$ cat config.mk
export PLATFORM = sky130hd
export DESIGN_NAME = rhTop
export DESIGN_NICKNAME = d
export VERILOG_FILES = /design/src/rtl/rhPkg.sv /design/src/rtl/rhSiloIf.sv /design/src/rtl/rhRegs.sv /design/src/rtl/rhBusAddr.sv /design/src/rtl/rhDriveFeed.sv /design/src/rtl/rhSilo.sv /design/src/rtl/rhBusWriter.sv /design/src/rtl/rhTop.sv
export SDC_FILE = /design/constraint.sdc
export NUM_CORES = 1
export LEC_CHECK = 0
export BUFFER_PORTS_ARGS = -buffer_cell sky130_fd_sc_hd__buf_2
export CORE_UTILIZATION = 60
export DETAILED_ROUTE_END_ITERATION = 10
export PLACE_DENSITY = 0.78
export SYNTH_ARGS = -nofsm -noshare
export SYNTH_HDL_FRONTEND = slang
export SYNTH_SLANG_ARGS = --single-unit
export TNS_END_PERCENT = 30
$ cat constraint.sdc
create_clock -name clk -period 5.9 [get_ports clk]
set_input_delay 0.295 -clock clk [delete_from_list [all_inputs] [get_ports clk]]
set_output_delay 0.295 -clock clk [all_outputs]
set_load 0.03 [all_outputs]
$ cat src/rtl/rhPkg.sv
package rhPkg;

   //////////////////////////////////////////////////
   // Word types
   //////////////////////////////////////////////////

   // One device bus or DMA word
   typedef logic [35:0] rhWord_t;

   // Bus address, bit 0 always zero
   typedef logic [17:0] rhAddr_t;

   // Register select
   typedef logic [2:0]  rhRegSel_t;

   //////////////////////////////////////////////////
   // Register map
   //////////////////////////////////////////////////

   localparam rhRegSel_t RegCs1 = 3'd0;
   localparam rhRegSel_t RegWc  = 3'd1;
   localparam rhRegSel_t RegBa  = 3'd2;
   localparam rhRegSel_t RegDa  = 3'd3;
   localparam rhRegSel_t RegCs2 = 3'd4;

   // CS1 fields, LSB position for the wide ones
   localparam int Cs1Go    = 0;
   localparam int Cs1Fun   = 1;
   localparam int FunWidth = 5;
   localparam int Cs1Rdy   = 7;
   localparam int Cs1Bae   = 8;
   localparam int BaeWidth = 2;

   // CS2 fields
   localparam int Cs2Bai = 3;
   localparam int Cs2Clr = 5;

   // Read data function, CS1 code 071 with GO
   localparam logic [4:0] FunRead = 5'b11100;

endpackage

$ cat src/rtl/rhSiloIf.sv
`timescale 1ns/1ns

interface rhSiloIf #(
   parameter int SiloDepth = 8
);

   // Drive side
   logic             push;
   rhPkg::rhWord_t   pushData;
   logic             full;

   // Bus side
   logic             pop;
   rhPkg::rhWord_t   popData;
   logic             empty;

   // Pointer wrap relies on a power of two
   initial
   begin
      assert (SiloDepth >= 2 && (SiloDepth & (SiloDepth - 1)) == 0)
         else $error("rhSiloIf: SiloDepth %0d is not a power of two", SiloDepth);
   end

   modport producer (output push, output pushData, input full);

   modport buffer (input push, input pushData, output full,
                   input pop, output popData, output empty);

   modport consumer (output pop, input popData, input empty);

endinterface

$ cat src/rtl/rhRegs.sv
`timescale 1ns/1ns

module rhRegs (
   input  logic               clk,
   input  logic               rst,
   input  logic               devReset,
   input  rhPkg::rhRegSel_t   devSel,
   input  logic               devWrite,
   input  logic               devLoByte,
   input  logic               devHiByte,
   input  rhPkg::rhWord_t     devDataIn,
   input  rhPkg::rhAddr_t     busAddr,
   input  logic               wordDone,
   output rhPkg::rhWord_t     devDataOut,
   output logic               cs1Write,
   output logic               baWrite,
   output logic               ctlClr,
   output logic               rdy,
   output logic               bai,
   output logic               start,
   output logic [15:0]        daValue,
   output logic [15:0]        wcCount
);

   //////////////////////////////////////////////////
   // Write decode
   //////////////////////////////////////////////////

   logic                            wcWrite;
   logic                            daWrite;
   logic                            cs2Write;
   logic                            goWrite;
   logic [rhPkg::FunWidth-1:0]      fun;
   logic [15:0]                     wc;
   logic [15:0]                     da;
   rhPkg::rhWord_t                  cs1Word;
   rhPkg::rhWord_t                  cs2Word;

   assign cs1Write = devWrite && devSel == rhPkg::RegCs1;
   assign wcWrite  = devWrite && devSel == rhPkg::RegWc;
   assign baWrite  = devWrite && devSel == rhPkg::RegBa;
   assign daWrite  = devWrite && devSel == rhPkg::RegDa;
   assign cs2Write = devWrite && devSel == rhPkg::RegCs2;

   // Controller clear from CS2 or the bus reset
   assign ctlClr = devReset || (cs2Write && devLoByte && devDataIn[rhPkg::Cs2Clr]);

   // GO with the read function, only when idle
   assign goWrite = cs1Write && devLoByte && devDataIn[rhPkg::Cs1Go] && rdy && !ctlClr &&
                    devDataIn[rhPkg::Cs1Fun +: rhPkg::FunWidth] == rhPkg::FunRead;

   //////////////////////////////////////////////////
   // Control registers
   //////////////////////////////////////////////////

   always_ff @(posedge clk or posedge rst)
   begin
      if (rst)
      begin
         fun   <= '0;
         rdy   <= 1'b1;
         start <= 1'b0;
         wc    <= '0;
         da    <= '0;
         bai   <= 1'b0;
      end
      else
      begin
         // One-cycle start pulse after the GO edge
         start <= goWrite;
         if (cs1Write && devLoByte)
            fun <= devDataIn[rhPkg::Cs1Fun +: rhPkg::FunWidth];
         // Clear wins, then GO, then end of count
         if (ctlClr)
            rdy <= 1'b1;
         else if (goWrite)
            rdy <= 1'b0;
         else if (wordDone && wc == 16'hffff)
            rdy <= 1'b1;
         // Word count, negative and counting up
         if (ctlClr)
            wc <= '0;
         else if (wcWrite)
         begin
            if (devHiByte)
               wc[15:8] <= devDataIn[15:8];
            if (devLoByte)
               wc[7:0] <= devDataIn[7:0];
         end
         else if (wordDone)
            wc <= wc + 16'd1;
         // Disk address
         if (ctlClr)
            da <= '0;
         else if (daWrite)
         begin
            if (devHiByte)
               da[15:8] <= devDataIn[15:8];
            if (devLoByte)
               da[7:0] <= devDataIn[7:0];
         end
         // BAI survives CLR, not the bus reset
         if (devReset)
            bai <= 1'b0;
         else if (cs2Write && devLoByte)
            bai <= devDataIn[rhPkg::Cs2Bai];
      end
   end

   assign wcCount = wc;
   assign daValue = da;

   //////////////////////////////////////////////////
   // Read-back
   //////////////////////////////////////////////////

   always_comb
   begin
      cs1Word = '0;
      cs1Word[rhPkg::Cs1Fun +: rhPkg::FunWidth] = fun;
      cs1Word[rhPkg::Cs1Rdy] = rdy;
      // BAE lives in the address register
      cs1Word[rhPkg::Cs1Bae +: rhPkg::BaeWidth] = busAddr[17:16];
      cs2Word = '0;
      cs2Word[rhPkg::Cs2Bai] = bai;
   end

   always_comb
   begin
      case (devSel)
         rhPkg::RegCs1: devDataOut = cs1Word;
         rhPkg::RegWc:  devDataOut = {20'd0, wc};
         rhPkg::RegBa:  devDataOut = {20'd0, busAddr[15:0]};
         rhPkg::RegDa:  devDataOut = {20'd0, da};
         rhPkg::RegCs2: devDataOut = cs2Word;
         default:       devDataOut = '0;
      endcase
   end

   // Words only move while a transfer is running
   assert property (@(posedge clk) disable iff (rst) wordDone |-> !rdy)
      else $error("rhRegs: wordDone while RDY is set");

endmodule

$ cat src/rtl/rhBusAddr.sv
`timescale 1ns/1ns

module rhBusAddr (
   input  logic              clk,
   input  logic              rst,
   input  logic              ctlClr,
   input  logic              cs1Write,
   input  logic              baWrite,
   input  logic              loByte,
   input  logic              hiByte,
   input  rhPkg::rhWord_t    dataIn,
   input  logic              rdy,
   input  logic              bai,
   input  logic              incBa,
   output rhPkg::rhAddr_t    busAddr
);

   //////////////////////////////////////////////////
   // Bus address register
   //////////////////////////////////////////////////

   // Word address, bits 17:1 only
   logic [17:1] addr;

   always_ff @(posedge clk or posedge rst)
   begin
      if (rst)
      begin
         addr <= '0;
      end
      else
      begin
         if (ctlClr)
            addr <= '0;
         // Extension bits come in through CS1
         else if (cs1Write && hiByte && rdy)
            addr[17:16] <= dataIn[rhPkg::Cs1Bae +: rhPkg::BaeWidth];
         else if (baWrite)
         begin
            if (hiByte)
               addr[15:8] <= dataIn[15:8];
            // Bit 0 of the low byte is dropped
            if (loByte)
               addr[7:1] <= dataIn[7:1];
         end
         // One word step per DMA transfer
         else if (incBa && !bai)
            addr <= addr + 17'd1;
      end
   end

   // Always an even byte address
   assign busAddr = {addr, 1'b0};

endmodule

$ cat src/rtl/rhDriveFeed.sv
`timescale 1ns/1ns

module rhDriveFeed (
   input  logic           clk,
   input  logic           rst,
   input  logic           ctlClr,
   input  logic           start,
   input  logic [15:0]    daValue,
   input  logic [15:0]    wcCount,
   rhSiloIf.producer      silo
);

   //////////////////////////////////////////////////
   // Drive model
   //////////////////////////////////////////////////

   // Words still to produce (WC of zero means 64K)
   logic [16:0] remaining;
   // Word index within the transfer
   logic [19:0] index;
   // Disk address held for the whole transfer
   logic [15:0] daLatch;

   // One word per cycle while the silo has room
   assign silo.push     = remaining != '0 && !silo.full;
   assign silo.pushData = {daLatch, index};

   always_ff @(posedge clk or posedge rst)
   begin
      if (rst)
      begin
         remaining <= '0;
         index     <= '0;
      end
      else if (ctlClr)
      begin
         // Abort whatever is in flight
         remaining <= '0;
         index     <= '0;
      end
      else if (start)
      begin
         remaining <= 17'h10000 - {1'b0, wcCount};
         index     <= '0;
      end
      else if (silo.push)
      begin
         remaining <= remaining - 17'd1;
         index     <= index + 20'd1;
      end
   end

   always_ff @(posedge clk)
   begin
      if (start)
         daLatch <= daValue;
   end

   // A new transfer never starts while words are still owed
   assert property (@(posedge clk) disable iff (rst) start |-> remaining == '0)
      else $error("rhDriveFeed: start while %0d words still to push", remaining);

endmodule

$ cat src/rtl/rhSilo.sv
`timescale 1ns/1ns

module rhSilo #(
   parameter int SiloDepth = 8
) (
   input  logic       clk,
   input  logic       rst,
   input  logic       ctlClr,
   rhSiloIf.buffer    silo
);

   localparam int PtrWidth = $clog2(SiloDepth);
   localparam logic [PtrWidth:0] DepthCount = (PtrWidth + 1)'(SiloDepth);

   //////////////////////////////////////////////////
   // Storage and pointers
   //////////////////////////////////////////////////

   rhPkg::rhWord_t          mem [SiloDepth];
   logic [PtrWidth-1:0]     wrPtr;
   logic [PtrWidth-1:0]     rdPtr;
   // Occupancy is one bit wider than the pointers
   logic [PtrWidth:0]       count;
   logic                    pushOk;
   logic                    popOk;

   assign silo.full  = count == DepthCount;
   assign silo.empty = count == '0;

   // Head of the silo is valid while not empty
   assign silo.popData = mem[rdPtr];

   assign pushOk = silo.push && !silo.full;
   assign popOk  = silo.pop && !silo.empty;

   always_ff @(posedge clk)
   begin
      if (pushOk)
         mem[wrPtr] <= silo.pushData;
   end

   always_ff @(posedge clk or posedge rst)
   begin
      if (rst)
      begin
         wrPtr <= '0;
         rdPtr <= '0;
         count <= '0;
      end
      else if (ctlClr)
      begin
         // Flush drops the stored words
         wrPtr <= '0;
         rdPtr <= '0;
         count <= '0;
      end
      else
      begin
         if (pushOk)
            wrPtr <= wrPtr + 1'b1;
         if (popOk)
            rdPtr <= rdPtr + 1'b1;
         case ({pushOk, popOk})
            2'b10:   count <= count + 1'b1;
            2'b01:   count <= count - 1'b1;
            default: count <= count;
         endcase
      end
   end

   // Occupancy must match the pointer distance
   assert property (@(posedge clk) disable iff (rst)
                    count[PtrWidth-1:0] == PtrWidth'(wrPtr - rdPtr))
      else $error("rhSilo: occupancy %0d disagrees with the pointers", count);

endmodule

$ cat src/rtl/rhBusWriter.sv
`timescale 1ns/1ns

module rhBusWriter (
   input  logic              clk,
   input  logic              rst,
   input  logic              ctlClr,
   input  logic              dmaStall,
   input  rhPkg::rhAddr_t    busAddr,
   rhSiloIf.consumer         silo,
   output logic              incBa,
   output logic              wordDone,
   output logic              dmaWrite,
   output rhPkg::rhAddr_t    dmaAddr,
   output rhPkg::rhWord_t    dmaData
);

   //////////////////////////////////////////////////
   // Pop control
   //////////////////////////////////////////////////

   // Take a word when one is there and the bus is free
   // No pop in the clear cycle while the silo is flushed
   assign silo.pop = !silo.empty && !dmaStall && !ctlClr;

   // Address and count advance with each pop
   assign incBa    = silo.pop;
   assign wordDone = silo.pop;

   //////////////////////////////////////////////////
   // DMA outputs
   //////////////////////////////////////////////////

   // Strobe one cycle after the pop
   always_ff @(posedge clk or posedge rst)
   begin
      if (rst)
      begin
         dmaWrite <= 1'b0;
      end
      else
      begin
         dmaWrite <= silo.pop;
      end
   end

   // Address as it stood before the increment
   always_ff @(posedge clk)
   begin
      if (silo.pop)
      begin
         dmaAddr <= busAddr;
         dmaData <= silo.popData;
      end
   end

   // A word taken from the silo is always a written one
   assert property (@(posedge clk) disable iff (rst) silo.pop |-> !$isunknown(silo.popData))
      else $error("rhBusWriter: popped word is unknown");

endmodule

$ cat src/rtl/rhTop.sv
`timescale 1ns/1ns

module rhTop #(
   parameter int SiloDepth = 8
) (
   input  logic               clk,
   input  logic               rst,
   input  logic               devReset,
   input  rhPkg::rhRegSel_t   devSel,
   input  logic               devWrite,
   input  logic               devLoByte,
   input  logic               devHiByte,
   input  rhPkg::rhWord_t     devDataIn,
   input  logic               dmaStall,
   output rhPkg::rhWord_t     devDataOut,
   output logic               dmaWrite,
   output rhPkg::rhAddr_t     dmaAddr,
   output rhPkg::rhWord_t     dmaData,
   output logic               ready
);

   //////////////////////////////////////////////////
   // Internal nets
   //////////////////////////////////////////////////

   rhPkg::rhAddr_t   busAddr;
   logic             cs1Write;
   logic             baWrite;
   logic             ctlClr;
   logic             rdy;
   logic             bai;
   logic             start;
   logic             incBa;
   logic             wordDone;
   logic [15:0]      daValue;
   logic [15:0]      wcCount;

   // Drive side to bus side
   rhSiloIf #(.SiloDepth(SiloDepth)) siloBus ();

   rhRegs uRegs (
      .clk, .rst, .devReset, .devSel, .devWrite, .devLoByte, .devHiByte,
      .devDataIn, .busAddr, .wordDone, .devDataOut, .cs1Write, .baWrite,
      .ctlClr, .rdy, .bai, .start, .daValue, .wcCount
   );

   rhBusAddr uBusAddr (
      .clk, .rst, .ctlClr, .cs1Write, .baWrite,
      .loByte (devLoByte),
      .hiByte (devHiByte),
      .dataIn (devDataIn),
      .rdy, .bai, .incBa, .busAddr
   );

   rhDriveFeed uDriveFeed (
      .clk, .rst, .ctlClr, .start, .daValue, .wcCount,
      .silo (siloBus.producer)
   );

   rhSilo #(.SiloDepth(SiloDepth)) uSilo (
      .clk, .rst, .ctlClr,
      .silo (siloBus.buffer)
   );

   rhBusWriter uBusWriter (
      .clk, .rst, .ctlClr, .dmaStall, .busAddr,
      .silo (siloBus.consumer),
      .incBa, .wordDone, .dmaWrite, .dmaAddr, .dmaData
   );

   assign ready = rdy;

endmodule

# Word-level counts from Yosys, hierarchy flattened
# Memories as Yosys holds them, arrays and structs flattened. A register that Yosys moved wholly into a read port is not among the register bits.
# Index checks and enable logic that the tools add are counted.
# word_totals
reg_bits,138
latchBits,0
ramBits,288
romBits,0
input_bits,46
output_inout_bits,92
word_cells,127
memories,1
# classes
n_addsub,9
n_mul,0
n_div,0
n_lt_le_gt_ge,0
n_eq_ne,15
n_shift,0
mux,34
bitwise,0
n_reduce_logical,49
# mem_list
name,depth,width,read_ports,rd_ports_with_merged_regs,write_ports,line_no,source
uSilo.mem,8,36,1,1,1,rhSilo.sv:19,rhPkg::rhWord_t mem [SiloDepth];
# op_table
cell,count
$mux 17,5
$mux 16,5
$pmux 16 s5,1
$mux 20,3
$mux 15,2
$logic_and 1x1->1,21
$add 20x1->20 const B,1
$reduce_bool 3->1,6
$add 17x1->17 const B,1
$reduce_bool 17->1,1
$sub 17x1->17 const B,1
$sub 17x16->17 const A,1
$add 16x1->16 const B,1
$eq 16x16->1 const B,1
$mux 8,2
$mux 3,4
$ne 3x2->1 const B,4
$reduce_bool 2->1,6
$reduce_and 2->1,5
$pmux 4 s2,1
$mux 1,7
$mux 7,1
$add 3x1->3 const B,2
$eq 3x2->1 const B,2
other kinds (17),23

# Longest topological paths before layout
# logic_depth
word_depth,12
ltp_mapped,13
depth_no_buf,12

# Modules after synthesis
# From an unflattened synthesis, not the netlist that was laid out.
# unflattened
hier_cells,1329
area_unflattened_um2,20173.1
# by_module_without_submodules
mod,n_inst,cells_per_inst,area_per_inst_um2
rhSilo,1,498,11552.3
rhDriveFeed,1,298,2895.3
rhRegs,1,310,2786.4
rhBusWriter,1,59,1675.4
rhBusAddr,1,164,1263.7

# Least setup slack after synthesis
# Ideal clock, no wire load.
# synth_path
path_kind,reg2reg
from,register uDriveFeed.remaining[0]
to,memory uSilo.mem[0][0] (netlist bit) (enable)
setup_time_ps,519
arrival_time_ps,4871
required_time_ps,5381
setup_slack_ps,510
path_stages_with_launch,8
n_path_buf,1
synth_period_minus_slack_ps,5390
cell_sequence,dfrtp_1 inv_1 ha_1 nor4b_1 nand4_1 clkbuf_1 nand2_1 nor4_1
# synth_via
elab_chain_cells,5
# synth_rtl
item,line_no,source
start: declaration,rhDriveFeed.sv:18,logic [16:0] remaining;
start signal: assignment,rhDriveFeed.sv:43,"remaining <= 17'h10000 - {1'b0, wcCount};"
start signal: assignment,rhDriveFeed.sv:48,remaining <= remaining - 17'd1;
$reduce_bool 17->1,rhDriveFeed.sv:25,assign silo.push = remaining != '0 && !silo.full;
$logic_and 1x1->1,rhDriveFeed.sv:25,
$logic_and 1x1->1,rhSilo.sv:33,assign pushOk = silo.push && !silo.full;
$mux 1,rhSilo.sv:38,if (pushOk)
$mux 1 (implied by the code),rhSilo.sv:39,mem[wrPtr] <= silo.pushData;
end: declaration,rhSilo.sv:19,
# No other way between the ends.

# Worst setup path in the final report
# layout_path
from,register uDriveFeed.remaining[0]
to,memory uSilo.mem[2][34] (netlist bit) (enable)
# The elaborated chain is that of the path after synthesis.

==> results.cfg <==
[global_route]
grt_max_degree = 62
track_usage_pct = 26.6
grt_remaining_overflow = 0
grt_pass1_vias = 11900
grt_pass1_wl_mm = 67.7
grt_antenna_before_repair = 2

[sta]
finalCritPeriodShare_pct = 57.7
hold_viol_final = 0
min_period_ns = 3.40
setup_ws_ns = 2.50
final-setup-viol-count = 0
finalSetupTns_ns = 0
fmax_mhz = 294
rsz0062_at_grt = false
report.final.slew_viol_count = 0
fin_skew_ns = 0.0311
slew-limit-headroom_pct = 19.3
worst_pin_slew_ns = 1.19

[power]
swShare_pct = 30.9
pwr-share-clk_pct = 27.4
powerDensity_mw_per_mm2 = 457
seq_power_share_pct = 46.8
power.leakage_nw = 7.85
internal-power_mw = 7.00
p_switching_mw = 3.13
pwr-share-comb_pct = 25.8
ir_worst_vdd_mv = 0.270

[critical_path]
cpPeakStageDelay_ns = 0.74
crit_chain = inv_1 -> ha_1 -> nor4b_1 -> nand4_1 -> nand2_1 -> nor3_2 -> buf_4
path_max_fanout = 29
critPathBufInv = 2
crit_start = uDriveFeed.remaining[0]$_DFFE_PP0P_
crit_slowest_cell = nor3_2
crit-reg2reg-launch = uDriveFeed.remaining[0]$_DFFE_PP0P_
worstSetupStartpointType = flip-flop
crit_type = flip-flop to flip-flop
required_ns = 6.07
crit_family = simple AND/OR/NAND/NOR gates
end_kind = flip-flop
cp.arrival_ns = 3.57

[drt]
wl_met2_mm = 21.5
highest_layer = met5
wl_met3_mm = 3.56
vias_per_cell = 6.45
totalWireLength_mm = 43.5
firstDrtPassIters = 5
vias = 12100
wl_met1_mm = 17.3
ant_nets = 0
wire_per_inst_um = 23.3
drtIter0Drc = 1466
drcViolationCount = 0

[yosys]
syn_area_per_cell_um2 = 15.2
ys_ff_latch = 462
synth_flop_cell = edfxtp_1
yosys.area.top_type = edfxtp_1
synth_edf_count = 357
yosysSeqAreaShare_pct = 67.1
yosys-top-cells-area = edfxtp_1 54%, dfrtp_1 13%, mux4_2 8.9%
synth_top_cell_area_share_pct = 53.9
netlist_area_mm2 = 0.0199
async_flop_share_pct = 22.7
synth_cell_types = 76
syn_inst = 1310
yosys_warnings = 0

[cts]
root_buffer = clkbuf_16
clk_pin_slew_ns = 0.06
cts_sinks = 462
numCtsBuffers = 44
clk_path_buf_depth = 3
cts_tree = built
postCtsSetupBuffers = 0
htree_levels = 2
cts_resized = 0
clk_latency_ns = 0.56
cts.hold.buffers_added = 2

[placement]
pre_cts_slack_ns = 2.52
finalWeightedCongestion = 0.925
io_buffer_count = 96
dp_hpwl_mm = 24.9

[final_layout]
syn2layout_area_growth_pct = 11.4
nets = 1448
drive_above_1_share_pct = 23.9

[run_status]
status = finished clean

[job]
maxCapViolations = 0

[die]
coreArea_mm2 = 0.0325
die_w_um = 184
initial_utilization_pct = 61.1
fp-row-count = 66
fp.dieArea_mm2 = 0.0339
dieHeight_um = 184
pin_count = 138

[min_path]
min_from = devDataIn[9]
hold_path.class = primary input to flip-flop
## flip-flops by register name, summed over array words and instances (netlist names), 3 cells and up
register,count
uRegs.daValue,16
uSilo.count,4
uDriveFeed.remaining,17
uDriveFeed.index,20
uRegs.fun,5
uDriveFeed.daLatch,16
uBusWriter.dmaData,36
uSilo.mem,288
uBusAddr.addr,17
uSilo.wrPtr,3
uRegs.wcCount,16
uBusWriter.dmaAddr,17
uSilo.rdPtr,3
## worst min-delay path: stages
cell     delay [ns]
buf_2          0.14
nand2_1        0.06
o21ai_0        0.06
## synth_stat cells, types with 10 or more instances
library cell / instances
nor4_1: 16
clkbuf_1: 42
buf_2: 30
mux2_2: 47
ha_1: 10
xor2_1: 16
edfxtp_1: 357
nand2_1: 76
and3_1: 10
mux4_2: 79
inv_1: 21
nor2b_1: 10
dfrtp_1: 104
a211oi_1: 13
nand3_1: 38
xnor2_1: 23
nand4_1: 22
or3_1: 14
o21ai_0: 58
buf_4: 22
nor3_1: 33
nor2_1: 63
a21oi_1: 56
## final timing paths
check	to	cells after the start	slack [ns]
hold / removal	uRegs.daValue[9]$_DFFE_PP0P_	3	0.04
setup reg to reg	uSilo.mem[2][34]$_DFFE_PP_	7	2.50
max in group asynchronous	uSilo.rdPtr[0]$_DFFE_PP0P_	4	4.23
hold reg to reg	uDriveFeed.daLatch[11]$_DFFE_PP_	0	0.49
min in group asynchronous	uDriveFeed.remaining[2]$_DFFE_PP0P_	3	0.38
setup / recovery	uSilo.mem[2][34]$_DFFE_PP_	7	2.50
## stage by stage
stage / util [%] / area [um^2] / hold WS [ns] / cells / power (mW)
2_1_floorplan: - / 20000 / 0.358 / 1330 / 6.68
3_3_place_gp: 63.7 / 20700 / 0.404 / 1786 / 7.26
3_5_place_dp: 63.7 / 20700 / 0.421 / 1786 / 7.36
4_1_cts: 68.1 / 22200 / 0.0214 / 1868 / 10.2
5_1_grt: 68.1 / 22200 / 0.0247 / 1868 / 10.6
6_report: 68.1 / 22200 / 0.0390 / 1869 / 10.1
## kinds of logic after synthesis
group           share of synthesized area, %
flops                                   67.1
simple gates                            9.35
compound gates                          6.42
mux                                     11.8
buf+inv                                 2.94
xor+xnor                                1.72
fa+ha+maj                              0.629
other cells                           0.0189
## layer usage
layer / up-vias / GRT usage [%]
met1: 6085 / 36.8
met3: 103 / 4.32
met4: 2 / 8.33
met2: 632 / 43.7
li1: 5235 / -
met5: - / 0
## cell usage in the layout (no fill, tap or decap), types with 5 or more instances in the layout
cell type    n
xor2_1      16
o21ai_1      7
nor4_1      15
buf_2       96
or3_1       14
edfxtp_1   357
o21ai_0     58
and3_1      10
clkinv_2     9
nor2_1      59
clkinv_1     8
a22oi_1      8
a21oi_1     56
clkbuf_1    10
a211oi_1    13
a32o_1       6
nand3b_1     6
ha_1        10
mux4_2      79
xnor2_1     23
and4_1       5
clkbuf_16   46
nor3_1      29
conb_1      21
o22a_1       6
nand2_1     76
buf_4       20
nand4_1     22
nand3_1     38
mux2_2      47
or4_1        7
o22ai_1      8
o21a_1       7
nor3_2       5
inv_1       20
nor2b_1     10
nand2b_1     6
a31oi_1      8
dfrtp_1    101
## power groups by stage
| stage | logic (mW) | clock network (mW) | registers [mW] |
|---|---|---|---|
| final | 2.62 | 2.77 | 4.73 |
| after global routing | 2.83 | 2.92 | 4.81 |
| after CTS | 2.63 | 2.80 | 4.74 |
| after detailed placement | 2.59 | 0 | 4.77 |
| after global placement | 2.53 | 0 | 4.72 |
| after floorplan | 1.97 | 0 | 4.71 |
## final cells by class
| cell class | instances | area [um^2] |
|---|---|---|
| diodes | 1 | 2.50 |
| clock buffers | 57 | 1200 |
| clock inverters | 23 | 200 |
| fillers | 2193 | 10400 |
| inverters | 22 | 85.1 |
| multi-input cells | 744 | 6120 |
| flip-flops and latches | 462 | 13400 |
| well taps | 442 | 553 |
| repair buffers | 118 | 651 |
No activity file was read; power rests on OpenSTA's default activity.
